<file path="src/rtl/dm_pkg.sv">
package dm_pkg;

  // word and bus data width
  localparam int data_width = 32;

  // memory depth in words
  localparam int mem_words = 4096;

  // word index width, log2 of mem_words
  localparam int mem_addr_width = 12;

  // byte address width on the bus
  localparam int bus_addr_width = 15;

  // address map
  // memory sits at byte 0 up to 16'h3fff
  // registers start right above it
  localparam logic [15:0] reg_base = 16'h4000;

  // register offsets from reg_base
  localparam logic [3:0] reg_ctrl_off   = 4'h0;
  localparam logic [3:0] reg_status_off = 4'h4;
  localparam logic [3:0] reg_rdcnt_off  = 4'h8;
  localparam logic [3:0] reg_wrcnt_off  = 4'hc;

  // AXI response codes
  localparam logic [1:0] resp_okay   = 2'b00;
  localparam logic [1:0] resp_slverr = 2'b10;

  // one memory word, also the bus data
  typedef logic [data_width-1:0] dm_data_t;

  // word index into the array
  typedef logic [mem_addr_width-1:0] dm_word_addr_t;

  // byte address as seen on AW and AR
  typedef logic [bus_addr_width-1:0] dm_bus_addr_t;

  // B and R response
  typedef logic [1:0] dm_resp_t;

endpackage

</file>
<file path="src/rtl/dm_regs.sv">
`timescale 1ns/10ps

module dm_regs (
  input  logic             clk,
  input  logic             rst,
  input  logic             reg_wr,
  input  logic             reg_rd,
  input  logic [1:0]       reg_sel,
  input  dm_pkg::dm_data_t reg_wdata,
  input  logic             mem_rd_done,
  input  logic             mem_wr_done,
  input  logic             clear_busy,
  output dm_pkg::dm_data_t reg_rdata,
  output logic             clear_start
);

  import dm_pkg::*;

  // byte offset of the selected register
  logic [3:0] sel_off;

  // one-hot register selects
  logic sel_ctrl;
  logic sel_status;
  logic sel_rdcnt;
  logic sel_wrcnt;

  // access counters
  dm_data_t rd_cnt;
  dm_data_t wr_cnt;

  assign sel_off    = {reg_sel, 2'b00};
  assign sel_ctrl   = (sel_off == reg_ctrl_off);
  assign sel_status = (sel_off == reg_status_off);
  assign sel_rdcnt  = (sel_off == reg_rdcnt_off);
  assign sel_wrcnt  = (sel_off == reg_wrcnt_off);

  // clear request
  // ctrl bit 0 written as one, dropped while a sweep runs
  // bit is not stored so it reads back zero
  always_ff @(posedge clk) begin
    if (rst) begin
      clear_start <= 1'b0;
    end else begin
      clear_start <= reg_wr && sel_ctrl && reg_wdata[0] && !clear_busy;
    end
  end

  // completed memory reads
  // any write to the register clears it
  always_ff @(posedge clk) begin
    if (rst) begin
      rd_cnt <= '0;
    end else if (reg_wr && sel_rdcnt) begin
      rd_cnt <= '0;
    end else if (mem_rd_done) begin
      // wraps at all ones
      rd_cnt <= rd_cnt + 1'b1;
    end
  end

  // completed memory writes
  always_ff @(posedge clk) begin
    if (rst) begin
      wr_cnt <= '0;
    end else if (reg_wr && sel_wrcnt) begin
      wr_cnt <= '0;
    end else if (mem_wr_done) begin
      wr_cnt <= wr_cnt + 1'b1;
    end
  end

  // read mux, zero unless a read is issued
  always_comb begin
    reg_rdata = '0;
    if (reg_rd) begin
      if (sel_status) begin
        reg_rdata[0] = clear_busy;
      end else if (sel_rdcnt) begin
        reg_rdata = rd_cnt;
      end else if (sel_wrcnt) begin
        reg_rdata = wr_cnt;
      end
      // ctrl reads as zero
    end
  end

  // a start pulse only while the store is idle
  a_start_when_idle: assert property (
    @(posedge clk) disable iff (rst)
    clear_start |-> !clear_busy
  );

  // store answers a start with busy on the next cycle
  a_start_sets_busy: assert property (
    @(posedge clk) disable iff (rst)
    clear_start |=> clear_busy
  );

endmodule

</file>
<file path="config.mk">
export PLATFORM = sky130hd
export DESIGN_NAME = dm_regs
export DESIGN_NICKNAME = d
export VERILOG_FILES = /design/src/rtl/dm_pkg.sv /design/src/rtl/dm_regs.sv
export SDC_FILE = /design/constraint.sdc
export NUM_CORES = 1
export LEC_CHECK = 0
export ABC_AREA = 0
export ABC_CLOCK_PERIOD_IN_PS = 2600
export BUFFER_PORTS_ARGS = -buffer_cell sky130_fd_sc_hd__buf_2
export CAP_MARGIN = 20
export CORE_AREA = 8 8 98 100
export CTS_BUF_LIST = sky130_fd_sc_hd__clkbuf_8
export DETAILED_ROUTE_END_ITERATION = 6
export DIE_AREA = 0 0 106 108
export PLACE_DENSITY = 0.65
export SLEW_MARGIN = 20
export SYNTH_ARGS = -nofsm -noshare
export SYNTH_HDL_FRONTEND = slang
export SYNTH_SLANG_ARGS = --single-unit
</file>
<file path="constraint.sdc">
create_clock -name clk -period 2.6 [get_ports clk]
set_clock_uncertainty 0.1 [all_clocks]
set_input_delay 0.52 -clock clk [delete_from_list [all_inputs] [get_ports clk]]
set_output_delay 0.52 -clock clk [all_outputs]
set_load 0.1 [all_outputs]
</file>
======== Word-level counts from Yosys, hierarchy flattened ========
Cells that the tools add are included.
word-level totals
  output and inout bits ................... 33
  logic and storage cells ................. 22
  memories ................................ 0
  register bits after elaboration ......... 65
  bits of input ports ..................... 41
  bits in latches ......................... 0
  memory bits (read-only) ................. 0
  bits in writable memories ............... 0
operators by class
  reduce and logical (&&, ||, !) cells .... 9
  multipliers ............................. 0
  mux-type cells .......................... 5
  add/sub/neg operators ................... 2
  magnitude comparators ................... 0
  shifts and indexed selects .............. 0
  bitwise operators ....................... 0
  eq/ne operators ......................... 3
  div/mod/pow operators ................... 0
operators by type and width
  kind                                                             number
  32-bit two-way mux                                               3
  32-bit by 1-bit adder with 32-bit output, second input constant  2
  31-bit two-way mux                                               1
  1-bit logical AND                                                5
  2-bit == test, second input constant                             2
  4-bit logical NOT                                                1
  2-bit OR reduction                                               2
  2-bit by 1-bit == test with 1-bit output, second input constant  1
  1-bit logical NOT                                                1
  1-bit two-way mux                                                1

======== Depth between registers and ports, before layout ========
  word-level depth ........................ 5
  mapped depth ............................ 7
  mapped depth without buffers ............ 5

======== Worst setup path after synthesis ========
OpenSTA, ideal clock, no wires.
  path type ............................... input port to output port
  start point ............................. input reg_sel[0]
  end point ............................... output reg_rdata[10]
  required time ........................... 1980 ps
  path buffers ............................ 2
  setup slack ............................. -704 ps
  cell stages on the path ................. 4
  arrival time ............................ 2684 ps
  cells stage by stage .................... clkbuf_1 clkbuf_1 mux2i_1 nor2_1
on the way
  longest elaborated chain between the ends .. 5
  elaborated cells on any way between the ends .. 7
  those cells by class .................... eq/ne (3); mux (4)
RTL lines
  element                 line           source
  from (decl)             dm_regs.sv:8   input logic [1:0] reg_sel,
  2-bit == test           dm_regs.sv:36  assign sel_wrcnt = (sel_off == reg_wrcnt_off);
  32-bit two-way mux      dm_regs.sv:81  end else if (sel_wrcnt) begin
  32-bit two-way mux      dm_regs.sv:79  end else if (sel_rdcnt) begin
  31-bit two-way mux (*)  dm_regs.sv:77  if (sel_status) begin
  32-bit two-way mux (*)  dm_regs.sv:76  if (reg_rd) begin
  to (decl)               dm_regs.sv:13  output dm_pkg::dm_data_t reg_rdata,
Every way passes the cells marked *; elsewhere a longest branch is shown, timed or not.

======== Final worst setup path ========
  start point ............................. register wr_cnt[0]
  end point ............................... output reg_rdata[0]
on the way
  longest elaborated chain between the ends .. 4
RTL lines
  element                 line           source
  from (decl)             dm_regs.sv:30  dm_data_t wr_cnt;
  from (signal assigned)  dm_regs.sv:69  wr_cnt <= wr_cnt + 1'b1;
  32-bit two-way mux      dm_regs.sv:81
  32-bit two-way mux      dm_regs.sv:79
  1-bit two-way mux       dm_regs.sv:77
  32-bit two-way mux      dm_regs.sv:76
No other way between the ends.

==> PnR_summary.wiki <==
{| class="wikitable"
! Metric !! Value
|-
| Run status || finished, final reports clean
|-
| Largest net degree at the start of global routing || 33
|-
| Number of search-and-repair iterations in the first detailed-routing pass || 4
|-
| Maximum root-to-sink buffer count || 2
|-
| Effective utilization at floorplan || 43.9%
|-
| Final antenna-violating net count || 0
|-
| Instance count of the mapped netlist || 427
|-
| Die Y || 108 um
|-
| P per Cell Area || 456 nW/um^2
|-
| Dpl ws || 360 ps
|-
| Final setup fails || 0
|-
| Synth-to-layout area growth || 35.2%
|-
| Category of the worst setup path capture point || output pin
|-
| Clock latency at the later pin of the worst-skew pair || 340 ps
|-
| Utilization after layout || 59.3%
|-
| Final-report max-slew violation count || 0
|-
| Boundary pin count || 74
|-
| Worst Path Arrival || 1650 ps
|-
| DRC violation count after routing || 0
|-
| Routed via count divided by cell count || 5.75
|-
| Worst setup SP type || flop
|-
| WL/cell || 16.2 um
|-
| Floorplan Core Area || 8050 um^2
|-
| Slew of the pin with the lowest slew margin || 491 ps
|-
| Sequential fraction of design power || 46.3%
|-
| Final #Nets || 509
|-
| Proportion of total power due to net switching || 21.9%
|-
| Filler cell count in the final layout || 697
|-
| Worst stage delay on the critical path || 450 ps
|-
| Crit-path cells || mux2_2 > nand2_1 > o21ai_0 > and2_1 > buf_2
|-
| Layout cells sized above 1 || 24.2%
|-
| Number of global-route vias before repair || 3229
|-
| Total of warnings raised by yosys || 0
|-
| Final setup slack of the worst path || 328 ps
|-
| Antenna violations before repair || 0
|-
| Maximum net fanout on the critical path || 4
|-
| Post-CTS resize count || 0
|-
| Area contributors post-synth || sky130_fd_sc_hd__dfxtp_1, sky130_fd_sc_hd__mux2i_1, sky130_fd_sc_hd__nor2_1
|-
| CTS Root Buffer Type || sky130_fd_sc_hd__clkbuf_8
|-
| Category of cells accounting for the largest share of critical-path delay || flip-flops
|-
| Post-Syn Area || 3530 um^2
|-
| Hold Violations, Final || 0
|-
| Initial drt markers || 160
|-
| Fin crit period || 2270 ps
|-
| Final antenna diode count || 0
|-
| Routability congestion estimate from global placement || 0.855
|-
| Most common cell after layout, fill and taps aside || sky130_fd_sc_hd__dfxtp_1
|-
| Average cell area after synthesis || 8.27 um^2
|-
| Count of buffers added by post-CTS timing repair for setup || 0
|-
| Half-perimeter wire length after placement || 6940 um
|-
| Worst supply voltage drop on vdd || 243 uV
|-
| Worst slew slack as a fraction of its limit || 67.5%
|-
| Cell-internal power || 1.70 mW
|-
| WL final || 9360 um
|-
| Post-Layout Cell Count || 576
|-
| FP Rows || 33
|-
| IO buf count || 42
|-
| Leakage power || 1.56 nW
|-
| Total net switching power || 0.476 mW
|-
| Floorplan die area || 11400 um^2
|-
| Net Count, Synth || 470
|-
| Worst-case register-to-register setup slack || 500 ps
|-
| Number of levels the H-tree was split into || 3
|-
| Share of the clock period used by the worst path || 87.4%
|-
| Slowest-stage cell, CP || sky130_fd_sc_hd__dfxtp_1
|-
| Yosys top cell by area || sky130_fd_sc_hd__dfxtp_1
|-
| Post-synthesis sequential area ratio || 36.8%
|-
| Power Total || 2.18 mW
|-
| Area share of the leading cell type in the synthesized netlist || 36.8%
|-
| Worst Path Class, Setup || flop to output pin
|-
| GRT Total Usage || 16.8%
|-
| Detailed-route via count || 3313
|-
| Count of buffer and inverter cells on the critical path || 1
|-
| TritonCTS clock tree || built
|-
| # clock sinks || 65
|-
| Fraction of power consumed by the clock network || 47.9%
|-
| Max-capacitance violation count || 0
|-
| Flop and latch count out of synthesis || 65
|-
| Combined area of the multi-input logic cells || 2280 um^2
|-
| Post-Route Setup TNS || 0 ps
|-
| Most frequent cells in the layout || sky130_fd_sc_hd__dfxtp_1, sky130_fd_sc_hd__a21oi_1, sky130_fd_sc_hd__buf_12
|-
| Worst min path class || primary input to flop
|-
| FMAX || 0.440 GHz
|-
| Required time at the worst-slack endpoint || 1980 ps
|-
| Total area of sequential cells || 1300 um^2
|-
| Clock transition time at the flip-flop clock pins of the worst setup and hold paths || 70 ps
|-
| Number of CTS-inserted buffers || 9
|-
| Global-route wire length before repair || 15700 um
|-
| Die boundary width || 106 um
|-
| Remaining Overflow, GRT || 0
|-
| Number of distinct library cells after synthesis || 36
|-
| RSZ-0062 raised after global routing || false
|-
| Placed Cells || 560
|-
| Number of hold-repair buffers added at the cts stage || 0
|-
| Combinational group share of total power || 5.7%
|}
## registers in the layout (all words and copies together) (netlist names)
name,flops
rd_cnt,32
clear_start,1
wr_cnt,32
## power groups by stage
stage | clock, mW | sequential (mW) | combinational (mW)
6_report | 1.04 | 1.01 | 0.125
3_5_place_dp | 0 | 1.03 | 0.127
3_3_place_gp | 0 | 1.03 | 0.124
2_1_floorplan | 0 | 1.03 | 0.0853
5_1_grt | 1.11 | 1.01 | 0.135
4_1_cts | 1.07 | 1.01 | 0.127
## worst register-to-register path, delay by kind of cell, from the launching register on
kind,cells,cell delay [ps]
DFF,1,420
AOI/OAI and AO/OA,1,150
and+or+nand+nor,3,1370
## stage by stage
step,hold slack (ps),area (um^2)
2_1_floorplan,351,3720
3_3_place_gp,367,4530
3_5_place_dp,373,4530
4_1_cts,324,4770
5_1_grt,329,4770
6_report,336,4770
## kinds of logic after synthesis
| kind of cell | synth area share [%] |
|---|---|
| compound gates | 13.4 |
| xor+xnor | 5.70 |
| fa+ha+maj | 0.708 |
| buf+inv | 4.00 |
| flops | 36.8 |
| mux | 9.67 |
| simple gates | 29.7 |
## final timing paths
kind	startpoint	endpoint	cells after the start
hold reg to reg	wr_cnt[31]$_SDFFE_PP0P_	wr_cnt[31]$_SDFFE_PP0P_	2
setup / recovery	wr_cnt[0]$_SDFFE_PP0P_	reg_rdata[0]	5
setup reg to reg	wr_cnt[14]$_SDFFE_PP0P_	wr_cnt[27]$_SDFFE_PP0P_	4
hold / removal	reg_sel[1]	clear_start$_SDFF_PP0_	2
## metal layers
layer  wire length (um)  track usage, %  share of wire [%]
met2               4740            29.8                 51
met5                  0               0                  0
met1               4080            19.6                 44
met4                 98            5.23                1.0
met3                444            4.10                4.7
## final cells by class
| class | instances | area share, % |
|---|---|---|
| multi-input cells | 332 | 47.8 |
| flip-flops and latches | 65 | 27.3 |
| repair buffers | 53 | 16.7 |
| clock buffers | 10 | 2.88 |
| well taps | 105 | 2.75 |
| clock inverters | 6 | 2.23 |
| inverters | 5 | 0.393 |
## synth_stat cells (all sizes together)
cell type,count
or4,24
dfxtp,65
nand4,22
nand3,19
xnor2,7
nand2,24
a21oi,38
nor3,1
and4,9
and2,4
a31o,1
xor2,16
or2,3
inv,5
nand4bb,1
ha,2
o21ai,18
o21ba,1
clkbuf,18
nor2,56
o21bai,1
or3,20
mux2,1
nor4,1
and3,8
o31ai,21
o31a,1
mux2i,33
buf,7
Note: power is estimated with default switching activity, not from simulation.
