--- config.mk ---
export PLATFORM = sky130hd
export DESIGN_NAME = dm_axil_slave
export DESIGN_NICKNAME = d
export VERILOG_FILES = /design/src/rtl/dm_pkg.sv /design/src/rtl/dm_axil_slave.sv
export SDC_FILE = /design/constraint.sdc
export NUM_CORES = 1
export LEC_CHECK = 0
export BUFFER_PORTS_ARGS = -buffer_cell sky130_fd_sc_hd__buf_2
export CAP_MARGIN = 10
export CORE_AREA = 5 5 101 103
export CTS_BUF_LIST = sky130_fd_sc_hd__clkbuf_16
export CTS_CLUSTER_SIZE = 24
export DETAILED_ROUTE_END_ITERATION = 8
export DIE_AREA = 0 0 106 108
export GPL_TIMING_DRIVEN = 0
export PLACE_DENSITY_LB_ADDON = 0.2
export SYNTH_ARGS = -nofsm -noshare
export SYNTH_HDL_FRONTEND = slang
export SYNTH_SLANG_ARGS = --single-unit
--- constraint.sdc ---
create_clock -name clk -period 2.9 [get_ports clk]
set_clock_uncertainty 0.15 [all_clocks]
set_input_delay 0.29 -clock clk [delete_from_list [all_inputs] [get_ports clk]]
set_output_delay 0.29 -clock clk [all_outputs]
set_load 0.05 [all_outputs]
--- src/rtl/dm_pkg.sv ---
package dm_pkg;

  // word and bus data width
  localparam int data_width = 32;

  // memory depth in words
  localparam int mem_words = 4096;

  // word index width, log2 of mem_words
  localparam int mem_addr_width = 12;

  // byte address width on the bus
  localparam int bus_addr_width = 15;

  // address map
  // memory sits at byte 0 up to 16'h3fff
  // registers start right above it
  localparam logic [15:0] reg_base = 16'h4000;

  // register offsets from reg_base
  localparam logic [3:0] reg_ctrl_off   = 4'h0;
  localparam logic [3:0] reg_status_off = 4'h4;
  localparam logic [3:0] reg_rdcnt_off  = 4'h8;
  localparam logic [3:0] reg_wrcnt_off  = 4'hc;

  // AXI response codes
  localparam logic [1:0] resp_okay   = 2'b00;
  localparam logic [1:0] resp_slverr = 2'b10;

  // one memory word, also the bus data
  typedef logic [data_width-1:0] dm_data_t;

  // word index into the array
  typedef logic [mem_addr_width-1:0] dm_word_addr_t;

  // byte address as seen on AW and AR
  typedef logic [bus_addr_width-1:0] dm_bus_addr_t;

  // B and R response
  typedef logic [1:0] dm_resp_t;

endpackage

--- src/rtl/dm_axil_slave.sv ---
`timescale 1ns/10ps

module dm_axil_slave (
  input  logic                  clk,
  input  logic                  rst,
  // AW channel
  input  dm_pkg::dm_bus_addr_t  s_awaddr,
  input  logic                  s_awvalid,
  output logic                  s_awready,
  // W channel
  input  dm_pkg::dm_data_t      s_wdata,
  input  logic [3:0]            s_wstrb,
  input  logic                  s_wvalid,
  output logic                  s_wready,
  // B channel
  output dm_pkg::dm_resp_t      s_bresp,
  output logic                  s_bvalid,
  input  logic                  s_bready,
  // AR channel
  input  dm_pkg::dm_bus_addr_t  s_araddr,
  input  logic                  s_arvalid,
  output logic                  s_arready,
  // R channel
  output dm_pkg::dm_data_t      s_rdata,
  output dm_pkg::dm_resp_t      s_rresp,
  output logic                  s_rvalid,
  input  logic                  s_rready,
  // store side
  input  logic                  clear_busy,
  input  dm_pkg::dm_data_t      dout,
  output logic                  enable_mem,
  output logic                  enable_fetch,
  output logic                  enable_writeback,
  output logic [3:0]            byte_en,
  output dm_pkg::dm_word_addr_t addr,
  output dm_pkg::dm_data_t      din,
  // register side
  input  dm_pkg::dm_data_t      reg_rdata,
  output logic                  reg_wr,
  output logic                  reg_rd,
  output logic [1:0]            reg_sel,
  output dm_pkg::dm_data_t      reg_wdata,
  output logic                  mem_rd_done,
  output logic                  mem_wr_done
);

  import dm_pkg::*;

  typedef enum logic [1:0] {
    st_idle,
    st_wresp,
    st_rwait,
    st_rresp
  } state_t;

  state_t state;

  // registered readies, AW and W share one
  logic wr_rdy;
  logic rd_rdy;

  // address decode per channel
  logic wr_is_mem;
  logic wr_is_reg;
  logic rd_is_mem;
  logic rd_is_reg;

  // request may be accepted this cycle
  logic wr_go;
  logic rd_go;

  // handshakes
  logic wr_hs;
  logic rd_hs;

  assign s_awready = wr_rdy;
  assign s_wready  = wr_rdy;
  assign s_arready = rd_rdy;

  // memory below reg_base, 16 bytes of registers above it
  assign wr_is_mem = (s_awaddr < reg_base);
  assign wr_is_reg = !wr_is_mem && (s_awaddr <= reg_base + 16'hf);
  assign rd_is_mem = (s_araddr < reg_base);
  assign rd_is_reg = !rd_is_mem && (s_araddr <= reg_base + 16'hf);

  // memory traffic waits for the sweep, registers and errors do not
  assign wr_go = s_awvalid && s_wvalid && !(wr_is_mem && clear_busy);
  // write wins when both are ready to go
  assign rd_go = s_arvalid && !(rd_is_mem && clear_busy) && !wr_go;

  assign wr_hs = wr_rdy && s_awvalid && s_wvalid;
  assign rd_hs = rd_rdy && s_arvalid;

  // store controls, live only in the handshake cycle
  assign enable_fetch     = rd_hs && rd_is_mem;
  assign enable_writeback = wr_hs && wr_is_mem;
  assign enable_mem       = enable_fetch || enable_writeback;
  assign addr     = rd_hs ? s_araddr[mem_addr_width+1:2] : s_awaddr[mem_addr_width+1:2];
  assign byte_en  = s_wstrb;
  assign din      = s_wdata;

  // register controls, full word only
  assign reg_wr    = wr_hs && wr_is_reg;
  assign reg_rd    = rd_hs && rd_is_reg;
  assign reg_sel   = rd_hs ? s_araddr[3:2] : s_awaddr[3:2];
  assign reg_wdata = s_wdata;

  // counter pulses
  // write lands on the handshake edge, read data in rwait
  assign mem_wr_done = enable_writeback;
  assign mem_rd_done = (state == st_rwait);

  // control FSM
  always_ff @(posedge clk) begin
    if (rst) begin
      state    <= st_idle;
      wr_rdy   <= 1'b0;
      rd_rdy   <= 1'b0;
      s_bvalid <= 1'b0;
      s_rvalid <= 1'b0;
    end else begin
      case (state)
        st_idle: begin
          if (wr_hs) begin
            wr_rdy   <= 1'b0;
            s_bvalid <= 1'b1;
            state    <= st_wresp;
          end else if (rd_hs) begin
            rd_rdy <= 1'b0;
            if (rd_is_mem) begin
              // dout lands this edge, captured next cycle
              state <= st_rwait;
            end else begin
              s_rvalid <= 1'b1;
              state    <= st_rresp;
            end
          end else if (!wr_rdy && !rd_rdy) begin
            // ready one cycle after the valids
            wr_rdy <= wr_go;
            rd_rdy <= rd_go;
          end
        end
        st_wresp: begin
          if (s_bready) begin
            s_bvalid <= 1'b0;
            state    <= st_idle;
          end
        end
        st_rwait: begin
          s_rvalid <= 1'b1;
          state    <= st_rresp;
        end
        st_rresp: begin
          if (s_rready) begin
            s_rvalid <= 1'b0;
            state    <= st_idle;
          end
        end
        default: state <= st_idle;
      endcase
    end
  end

  // response payload
  always_ff @(posedge clk) begin
    if (state == st_idle && wr_hs) begin
      s_bresp <= (wr_is_mem || wr_is_reg) ? resp_okay : resp_slverr;
    end
    if (state == st_idle && rd_hs && !rd_is_mem) begin
      // unmapped reads return zero
      s_rdata <= rd_is_reg ? reg_rdata : '0;
      s_rresp <= rd_is_reg ? resp_okay : resp_slverr;
    end else if (state == st_rwait) begin
      s_rdata <= dout;
      s_rresp <= resp_okay;
    end
  end

  // B stays put while the master stalls
  a_b_stable: assert property (
    @(posedge clk) disable iff (rst)
    s_bvalid && !s_bready |=> s_bvalid && $stable(s_bresp)
  );

  // R stays put while the master stalls
  a_r_stable: assert property (
    @(posedge clk) disable iff (rst)
    s_rvalid && !s_rready |=> s_rvalid && $stable(s_rdata) && $stable(s_rresp)
  );

endmodule

# == Yosys cells after proc, flatten, opt, wreduce, memory -nomap -nowiden ==
# Cells that the tools add are included.
# totals
regBits,42
input_bits,138
output_inout_bits,130
# op_classes
n_lt_le_gt_ge,4
n_eq_ne,11
muxes,28
n_bitwise,1
n_reduce_logical,39
# ops
operator,n
32-bit 2-to-1 mux,3
15-bit less-or-equal comparator (second input constant),2
15-bit less-than comparator (second input constant),2
1-bit logical AND,19
2-bit 2-to-1 mux,9
2-bit != test (second input constant),7
1-bit 2-to-1 mux,12
12-bit 2-to-1 mux,1
3-bit AND reduction,4
2-bit one-hot mux with 4 select lines,1
2-bit nonzero test,4
1-bit logical NOT,7
5-bit AND reduction,1
2-bit equality test (second input constant),2
3-bit != test (second input constant),1
1-bit one-hot mux with 3 select lines,1
3-bit nonzero test,1
2-bit by 1-bit equality test with 1-bit output (second input constant),1
2-bit logical NOT,1
1-bit logical OR,2
1-bit one-hot mux with 2 select lines,1
1-bit inverter,1

# == Depth between registers and ports, before layout ==
# Gate-level depths: netlist of run 1.
# depth
ltp_word,8
depth_mapped,5
ltp_nobuf,3

# == Least setup slack after synthesis of run 1 ==
# Ideal clock, no wire load.
# synth_path
kind,flip-flop to flip-flop
start,"reg rd_rdy, in the netlist s_arready"
end,"reg s_rdata[0], enable pin"
arrival_ns,2.808
t_required_ns,2.320
slack_ns,-0.489
stages_incl_launch_ff,5
path_buffers,2
synth_period_minus_slack_ns,3.389
path_cell_list,dfxtp_1 > buf_2 > nand4b_4 > clkbuf_1 > o21bai_1
# synth_via
elab_chain_cells,4
# synth_lines
element,line,rtl
start: declaration,dm_axil_slave.sv:60,logic rd_rdy;
start signal: assignment,dm_axil_slave.sv:140,rd_rdy <= rd_go;
1-bit logical AND,dm_axil_slave.sv:92,assign rd_hs = rd_rdy && s_arvalid;
1-bit logical AND (2 in series),dm_axil_slave.sv:169,if (state == st_idle && rd_hs && !rd_is_mem) begin
2-bit nonzero test (no line),-,
end signal: assignment,dm_axil_slave.sv:171,s_rdata <= rd_is_reg ? reg_rdata : '0;
end signal: assignment,dm_axil_slave.sv:174,s_rdata <= dout;
end: declaration,dm_axil_slave.sv:24,"output dm_pkg::dm_data_t s_rdata,"
# Every way passes these cells.
# A chain may end at the register's enable or synchronous reset.

# == Final worst setup path of run 1 ==
# layout_path
start,"reg rd_rdy, in the netlist s_arready"
end,out reg_sel[0]
# layout_via
elab_chain_cells,2
# layout_lines
element,line,rtl
1-bit logical AND,dm_axil_slave.sv:92,
2-bit 2-to-1 mux,dm_axil_slave.sv:105,assign reg_sel = rd_hs ? s_araddr[3:2] : s_awaddr[3:2];
end: declaration,dm_axil_slave.sv:41,"output logic [1:0] reg_sel,"
# Every way passes these cells.

==> out/qor.yml, run 1 <==
synth:
  ys_ff_latch: 40
  synth_area_leaders: "edfxtp_1, buf_4, nand4_1, o21ai_0, o21ai_1"
  synth_edf_count: 34
  synth_top_area_share_pct: 35.9
  ys_warn_count: 0
  seq_area_frac_synth_pct: 40.1
  syn_inst: 299
  synthArstFlopShare_pct: 0
  ys_types: 39
  synth.largest_area_cell: "edfxtp_1"
  syn_avg_cell_area_um2: 9.52
  yosysMostFrequentCell: "buf_4"
  synthTopCellsByCount: "buf_4, edfxtp_1, o21ai_0"
  synth_area_um2: 2850
  synth_ff_type: "edfxtp_1"
final_layout:
  drive_gt1_share_pct: 63.9
  num_antenna_cells: 0
  nets: 671
  fillers: 914
  fin_area_um2: 4290
  syn_to_final_growth_pct: 50.8
clock_network:
  post_cts_buffers: 0
  cts_tree: "yes"
  numCtsBuffers: 5
  postCtsHoldBufs: 0
  postCtsResizedCells: 0
  clkLatencyLatePin_ns: 0.28
  cts-htree-levels: 2
  cts_buffer_depth: 2
  root_buffer: "clkbuf_16"
  cts_num_sinks: 40
  cts.clk_slew.worst_paths_ns: 0.06
sta:
  period_needed_ns: 2.43
  rsz0062_at_grt: "false"
  report.final.hold_viol_count: 0
  fin_crit_sh_pct: 83.7
  setup_viol: 0
  hold_slack_ns: 0.105
  max_slew.worst_pin.slew_ns: 0.828
  slew_headroom_pct: 44.4
  clock.fmax_mhz: 412
  drv_slew: 0
floorplanning:
  start_util_pct: 31.2
  rows: 35
  fp.dieH_um: 108
  design.portCount: 268
  die_area_um2: 11400
  core_um2: 9110
  dieWidth_um: 106
grt:
  grt.total_usage_pct: 18.1
  grt_pass1_vias: 3233
  grt_start_max_net_pins: 20
  antenna_found_initial: 0
  grt_pass1_wl_um: 16300
  grt_overflow: 0
critical_path:
  crit_path_max_incr_delay_ns: 0.37
  crit_path_top_delay_cell: "mux2_2"
  critPathMaxFanout: 10
  crit_top_cell: "buf_2"
  worstSetupPathType: "reg2out"
  worstPathArrival_ns: 1.99
  crit_chain: "buf_2, nand2_1, buf_2, mux2_2, buf_4, buf_2"
  crit_required_ns: 2.46
  path_buf_inv: 4
  cp-end-kind: "output pin"
  crit_family: "buffers and inverters"
  cp-start-kind: "register"
pwr:
  power.leakage_nw: 2.04
  ir_drop_v: 0.000201
  p_per_area_nw_per_um2: 531
drt:
  drcViolationCount: 0
  postRouteAntennaNets: 0
  routed_wl_um: 11000
  vias_per_cell: 4.75
  first_iter_violations: 120
  avgRoutedWirePerCell_um: 17.1
  detailroute.via_count: 3061
  drt_pass1_iterations: 4
placement:
  place_hpwl_um: 9290
  placed_cell_area_um2: 4150
  gp_congestion: 0.838
  io_buffers: 225
run_status:
  status: "completed"
hold_path:
  hp-class: "in2reg"
job:
  drv_cap: 0
-- cell type report --
cell class,instances,area (um^2),share of cell area (%)
tap,111,139,3.24
timing repair buffer,226,1150,26.9
buffer,96,679,15.8
multi-input combinational,162,1030,24.1
sequential,40,1140,26.6
inverter,2,7.51,0.175
clock inverter,3,13.8,0.321
clock buffer,5,125,2.92
-- kinds of logic (layout without fill, tap and decap cells) --
family	Yosys count	count (layout)	share of synthesized area, %
buffers and inverters	98	332	24.1
other	1	2	0.132
multiplexers	14	14	5.50
AO/OA/AOI/OAI	80	80	15.0
AND/OR/NAND/NOR	66	66	15.1
flip-flops	40	40	40.1
-- worst reg2reg max path, stage by stage, from the launching register on --
cell	delay, ns
dfxtp_1	0.33
buf_2	0.21
nand4b_4	0.17
clkbuf_1	0.28
o21bai_4	0.51
buf_16	0.23
-- flip-flops by register name, summed over array words and instances (netlist names) --
register / flops
state: 2
s_arready: 1
s_bvalid: 1
s_rdata: 32
s_rresp: 1
s_rvalid: 1
s_awready: 1
s_bresp: 1
-- layer usage --
metal  track usage (%)  vias up  share of wire, %
met1              18.4     1385                34
li1                  -     1491                 -
met2              34.2      168                53
met4              5.83        0               2.0
met3              6.75       17                11
met5                 0        -                 0
-- metrics by stage --
stage / power, mW / cells / setup slack [ns] / util (%) / setup TNS, ns
finish: 2.28 / 645 / 0.473 / 47.1 / 0
detailed placement: 1.76 / 637 / 0.672 / 45.6 / 0
global placement: 1.74 / 636 / -0.0584 / 45.2 / -1.91
floorplan: 1.48 / 300 / 0.209 / - / 0
CTS: 2.29 / 645 / 0.451 / 47.1 / 0
global route: 2.37 / 645 / 0.371 / 47.1 / 0
-- where the power goes --
part	internal [mW]	leakage, nW	switching [mW]
Sequential	0.710	0.360	0.0229
Clock	0.313	0.0710	0.228
Combinational	0.294	1.61	0.712
Total	1.32	2.04	0.963
-- cells in the final DEF, fill, tap and decap left out, types with 2 or more instances in the layout --
cell type	n
buf_2	237
buf_4	75
edfxtp_1	34
o21ai_0	33
nand4_1	32
o21ai_1	32
mux2_2	13
nor2_1	7
clkbuf_1	6
dfxtp_1	6
nand2_1	5
clkbuf_16	5
a21oi_1	4
buf_6	3
nor2b_1	3
nand3_1	3
nand2b_1	3
nor4_2	2
nor4_1	2
a31oi_1	2
inv_1	2
o21a_1	2
conb_1	2
clkinv_2	2
-- path summary, 6_finish.rpt --
check                           startpoint     endpoint  slack, ns  cells after the start
worst min-delay path                   rst    s_awready       0.11                      2
worst min register to register    s_bvalid     s_bvalid       0.36                      2
worst max register to register   s_arready  s_rdata[20]       0.72                      5
worst max-delay path             s_arready   reg_sel[0]       0.47                      6
(Power assumes the default switching activity.)
==> inputs of run 2 (changes only) <==
--- a/config.mk
+++ b/config.mk
@@ -7,11 +7,11 @@
 export LEC_CHECK = 0
 export BUFFER_PORTS_ARGS = -buffer_cell sky130_fd_sc_hd__buf_2
 export CAP_MARGIN = 10
-export CORE_AREA = 5 5 101 103
+export CORE_AREA = 5 5 100 102
 export CTS_BUF_LIST = sky130_fd_sc_hd__clkbuf_16
 export CTS_CLUSTER_SIZE = 24
 export DETAILED_ROUTE_END_ITERATION = 8
-export DIE_AREA = 0 0 106 108
+export DIE_AREA = 0 0 105 107
 export GPL_TIMING_DRIVEN = 0
 export PLACE_DENSITY_LB_ADDON = 0.2
 export SYNTH_ARGS = -nofsm -noshare
==> constraint.sdc (replaced) <==
create_clock -name clk -period 2.3 [get_ports clk]
set_clock_uncertainty 0.15 [all_clocks]
set_input_delay 0.23 -clock clk [delete_from_list [all_inputs] [get_ports clk]]
set_output_delay 0.23 -clock clk [all_outputs]
set_load 0.05 [all_outputs]
==> run 2 against run 1 <==
  * Non-clock buffer count fell by 1
  * Via count fell by 0.69%
  * Clock-buffer cell count did not move
  * Design area rose by 0.47%
  * Critical path depth did not move
  * First-iteration DRC count fell by 6.7%
  * Die area fell by 1.9%
  * Register-to-register slack got worse by 0.50 ns
  * Global-route usage fell by 0.10 points
  * Worst hold slack got worse by 0.059 ns
  * Critical endpoint unchanged
==> out/qor.yml, run 2 (synthesis gave the netlist of run 1 again) <==
critical_path:
  r2r_slack_ns: 0.22  # was 0.72 ns
  crit_required_ns: 1.92  # was 2.46 ns
  critPathCapture: "reg_sel[0]"  # unchanged
  cp-end-kind: "output pin"  # unchanged
  worstReg2RegEnd: "s_rdata[4]"  # was s_rdata[20]
  regToRegStartpoint: "s_arready"  # unchanged
  cp-start-kind: "register"  # unchanged
  r2r_cells: 4  # was 5
  worstSetupStartpoint: "s_arready"  # unchanged
  worstPathArrival_ns: 1.81  # was 1.99 ns
  critPathMaxFanout: 10  # unchanged
  worstSetupPathType: "reg2out"  # unchanged
pwr:
  power.leakage_nw: 2.05  # was 2.04 nW
  p_per_area_nw_per_um2: 662  # was 531 nW/um^2
  seqPwrFrac_pct: 32.4  # was 32.1%
  p_sw_share_pct: 42.1  # was 42.2%
  intPower_mw: 1.65  # was 1.32 mW
  combPwrFrac_pct: 44.3  # was 44.1%
  clockPowerShare_pct: 23.3  # was 23.7%
  report.power.total_mw: 2.85  # was 2.28 mW
  switchingPower_mw: 1.20  # was 963 uW
  ir_drop_v: 0.000248  # was 0.000201 V
sta:
  report.final.hold_viol_count: 0  # unchanged
  fin_crit_sh_pct: 95.1
  slew_headroom_pct: 53.2  # was 44.4%
  hold_slack_ns: 0.0460  # was 0.105 ns
  drv_slew: 0  # unchanged
  period_needed_ns: 2.19
  fin_ws_ns: 0.113  # was 0.473 ns
  setup_viol: 0  # unchanged
  max_slew.worst_pin.slew_ns: 0.696  # was 0.828 ns
  rsz0062_at_grt: "false"  # unchanged
  clock.fmax_mhz: 457
clock_network:
  cts.clk_slew.worst_paths_ns: 0.06  # about the same
  clkLatencyLatePin_ns: 0.28  # about the same
  numCtsBuffers: 5  # unchanged
  cts_num_sinks: 40  # unchanged
  postCtsHoldBufs: 0  # unchanged
  cts_buffer_depth: 2  # unchanged
  root_buffer: "clkbuf_16"  # unchanged
  cts-htree-levels: 2  # unchanged
  cts_tree: "yes"  # unchanged
final_layout:
  nets: 671  # unchanged
  largest_reg_flops: 32  # unchanged
  fin_area_um2: 4310  # was 4290 um^2
  drive_gt1_share_pct: 65.0  # was 63.9%
  multi_input_area_um2: 1070  # was 1030 um^2
  syn_to_final_growth_pct: 51.5  # was 50.8%
  final_common_cell: "buf_2"  # unchanged
  layout_common_cells: "buf_2, buf_4, edfxtp_1"  # unchanged
  fillers: 933  # was 914
  seqCellArea_um2: 1140  # about the same
  top_regs: "s_rdata x32, state x2"  # unchanged
  largest-register: "s_rdata"  # unchanged
grt:
  grt_pass1_wl_um: 16300  # about the same
  grt.total_usage_pct: 18.0  # was 18.1%
  grt_start_max_net_pins: 18  # was 20
  grt_pass1_vias: 3185  # was 3233
  grt_overflow: 0  # unchanged
  antenna_found_initial: 0  # unchanged
job:
  drv_cap: 0  # unchanged
hold_path:
  hold_start: "rst"  # unchanged
  min_path_cells: 2  # unchanged
  hp-class: "in2reg"  # unchanged
floorplanning:
  core_um2: 9020  # was 9110 um^2
  rows: 35  # unchanged
  fp.dieH_um: 107  # was 108 um
  dieWidth_um: 105  # was 106 um
  die_area_um2: 11200  # was 11400 um^2
  design.portCount: 268  # unchanged
  start_util_pct: 31.5  # was 31.2%
drt:
  vias_per_cell: 4.71  # was 4.75
  drcViolationCount: 0  # unchanged
  first_iter_violations: 112  # was 120
  drt_pass1_iterations: 4  # unchanged
  postRouteAntennaNets: 0  # unchanged
  detailroute.via_count: 3040  # was 3061
  routed_wl_um: 11000  # about the same
  avgRoutedWirePerCell_um: 17.1  # about the same
placement:
  place_hpwl_um: 9100  # was 9290 um
  gp_congestion: 0.830  # was 0.838
  place_worst_setup_slack_ns: -0.108  # was 0.672 ns
  io_buffers: 225  # unchanged
  placed_cell_area_um2: 4140  # was 4150 um^2
run_status:
  status: "completed"  # unchanged
-- run 2: cell types whose count changed in the layout (fill, tap and decap cells not counted), sizes merged --
cell / delta
buf: -1
o21bai: +1
diode: +1
-- run 2: area by class of cell --
class                   count  area share, %
inverters                   2          0.174
flip-flops and latches     40           26.5
diodes                      1         0.0580
multi-input cells         163           24.8
clock inverters             3          0.319
plain buffers              96           15.9
clock buffers               5           2.90
well taps                 111           3.22
repair buffers            225           26.1
-- run 2: worst max-delay path, cell delays in order, from the launching register on --
cell,delay [ns]
dfxtp_2,0.32
buf_2,0.17
nand2_2,0.18
buf_6,0.18
mux2_2,0.35
buf_4,0.13
buf_2,0.20
-- run 2: routing by layer --
layer | track usage, % | part of all wire [%]
met5 | 0 | 0
met4 | 5.02 | 1.7
met3 | 6.20 | 9.9
met2 | 32.2 | 52
met1 | 20.1 | 37
-- run 2: power by group through the flow --
stage | clock network [mW] | logic (mW) | registers, mW
finish | 0.665 | 1.27 | 0.925
global route | 0.703 | 1.33 | 0.933
CTS | 0.673 | 1.27 | 0.926
detailed placement | 0 | 1.26 | 0.942
global placement | 0 | 1.25 | 0.940
floorplan | 0 | 0.682 | 1.20
-- run 2: worst min path at each step --
stage / slack [ns] / to
3_3_place_gp: 0.32 / s_bvalid
6_report: 0.05 / s_awready
2_1_floorplan: 0.15 / s_awready
5_1_grt: 0.07 / s_awready
3_5_place_dp: 0.33 / s_bvalid
4_1_cts: 0.04 / s_awready
-- run 2: what timing repair did --
action	4_1_cts	5_1_grt
hold endpoints to repair	0	0
pin swaps	1	0
resized for setup	3	2
gates cloned	1	0
buffers inserted	0	0
setup endpoints to repair	35	2
-- run 2: per-stage QoR --
stage	std cells	setup TNS (ns)	util [%]
2_1_floorplan	300	0	-
3_3_place_gp	636	-3.29	45.9
3_5_place_dp	636	-3.54	45.9
4_1_cts	645	0	47.7
5_1_grt	645	0	47.8
6_report	646	0	47.8
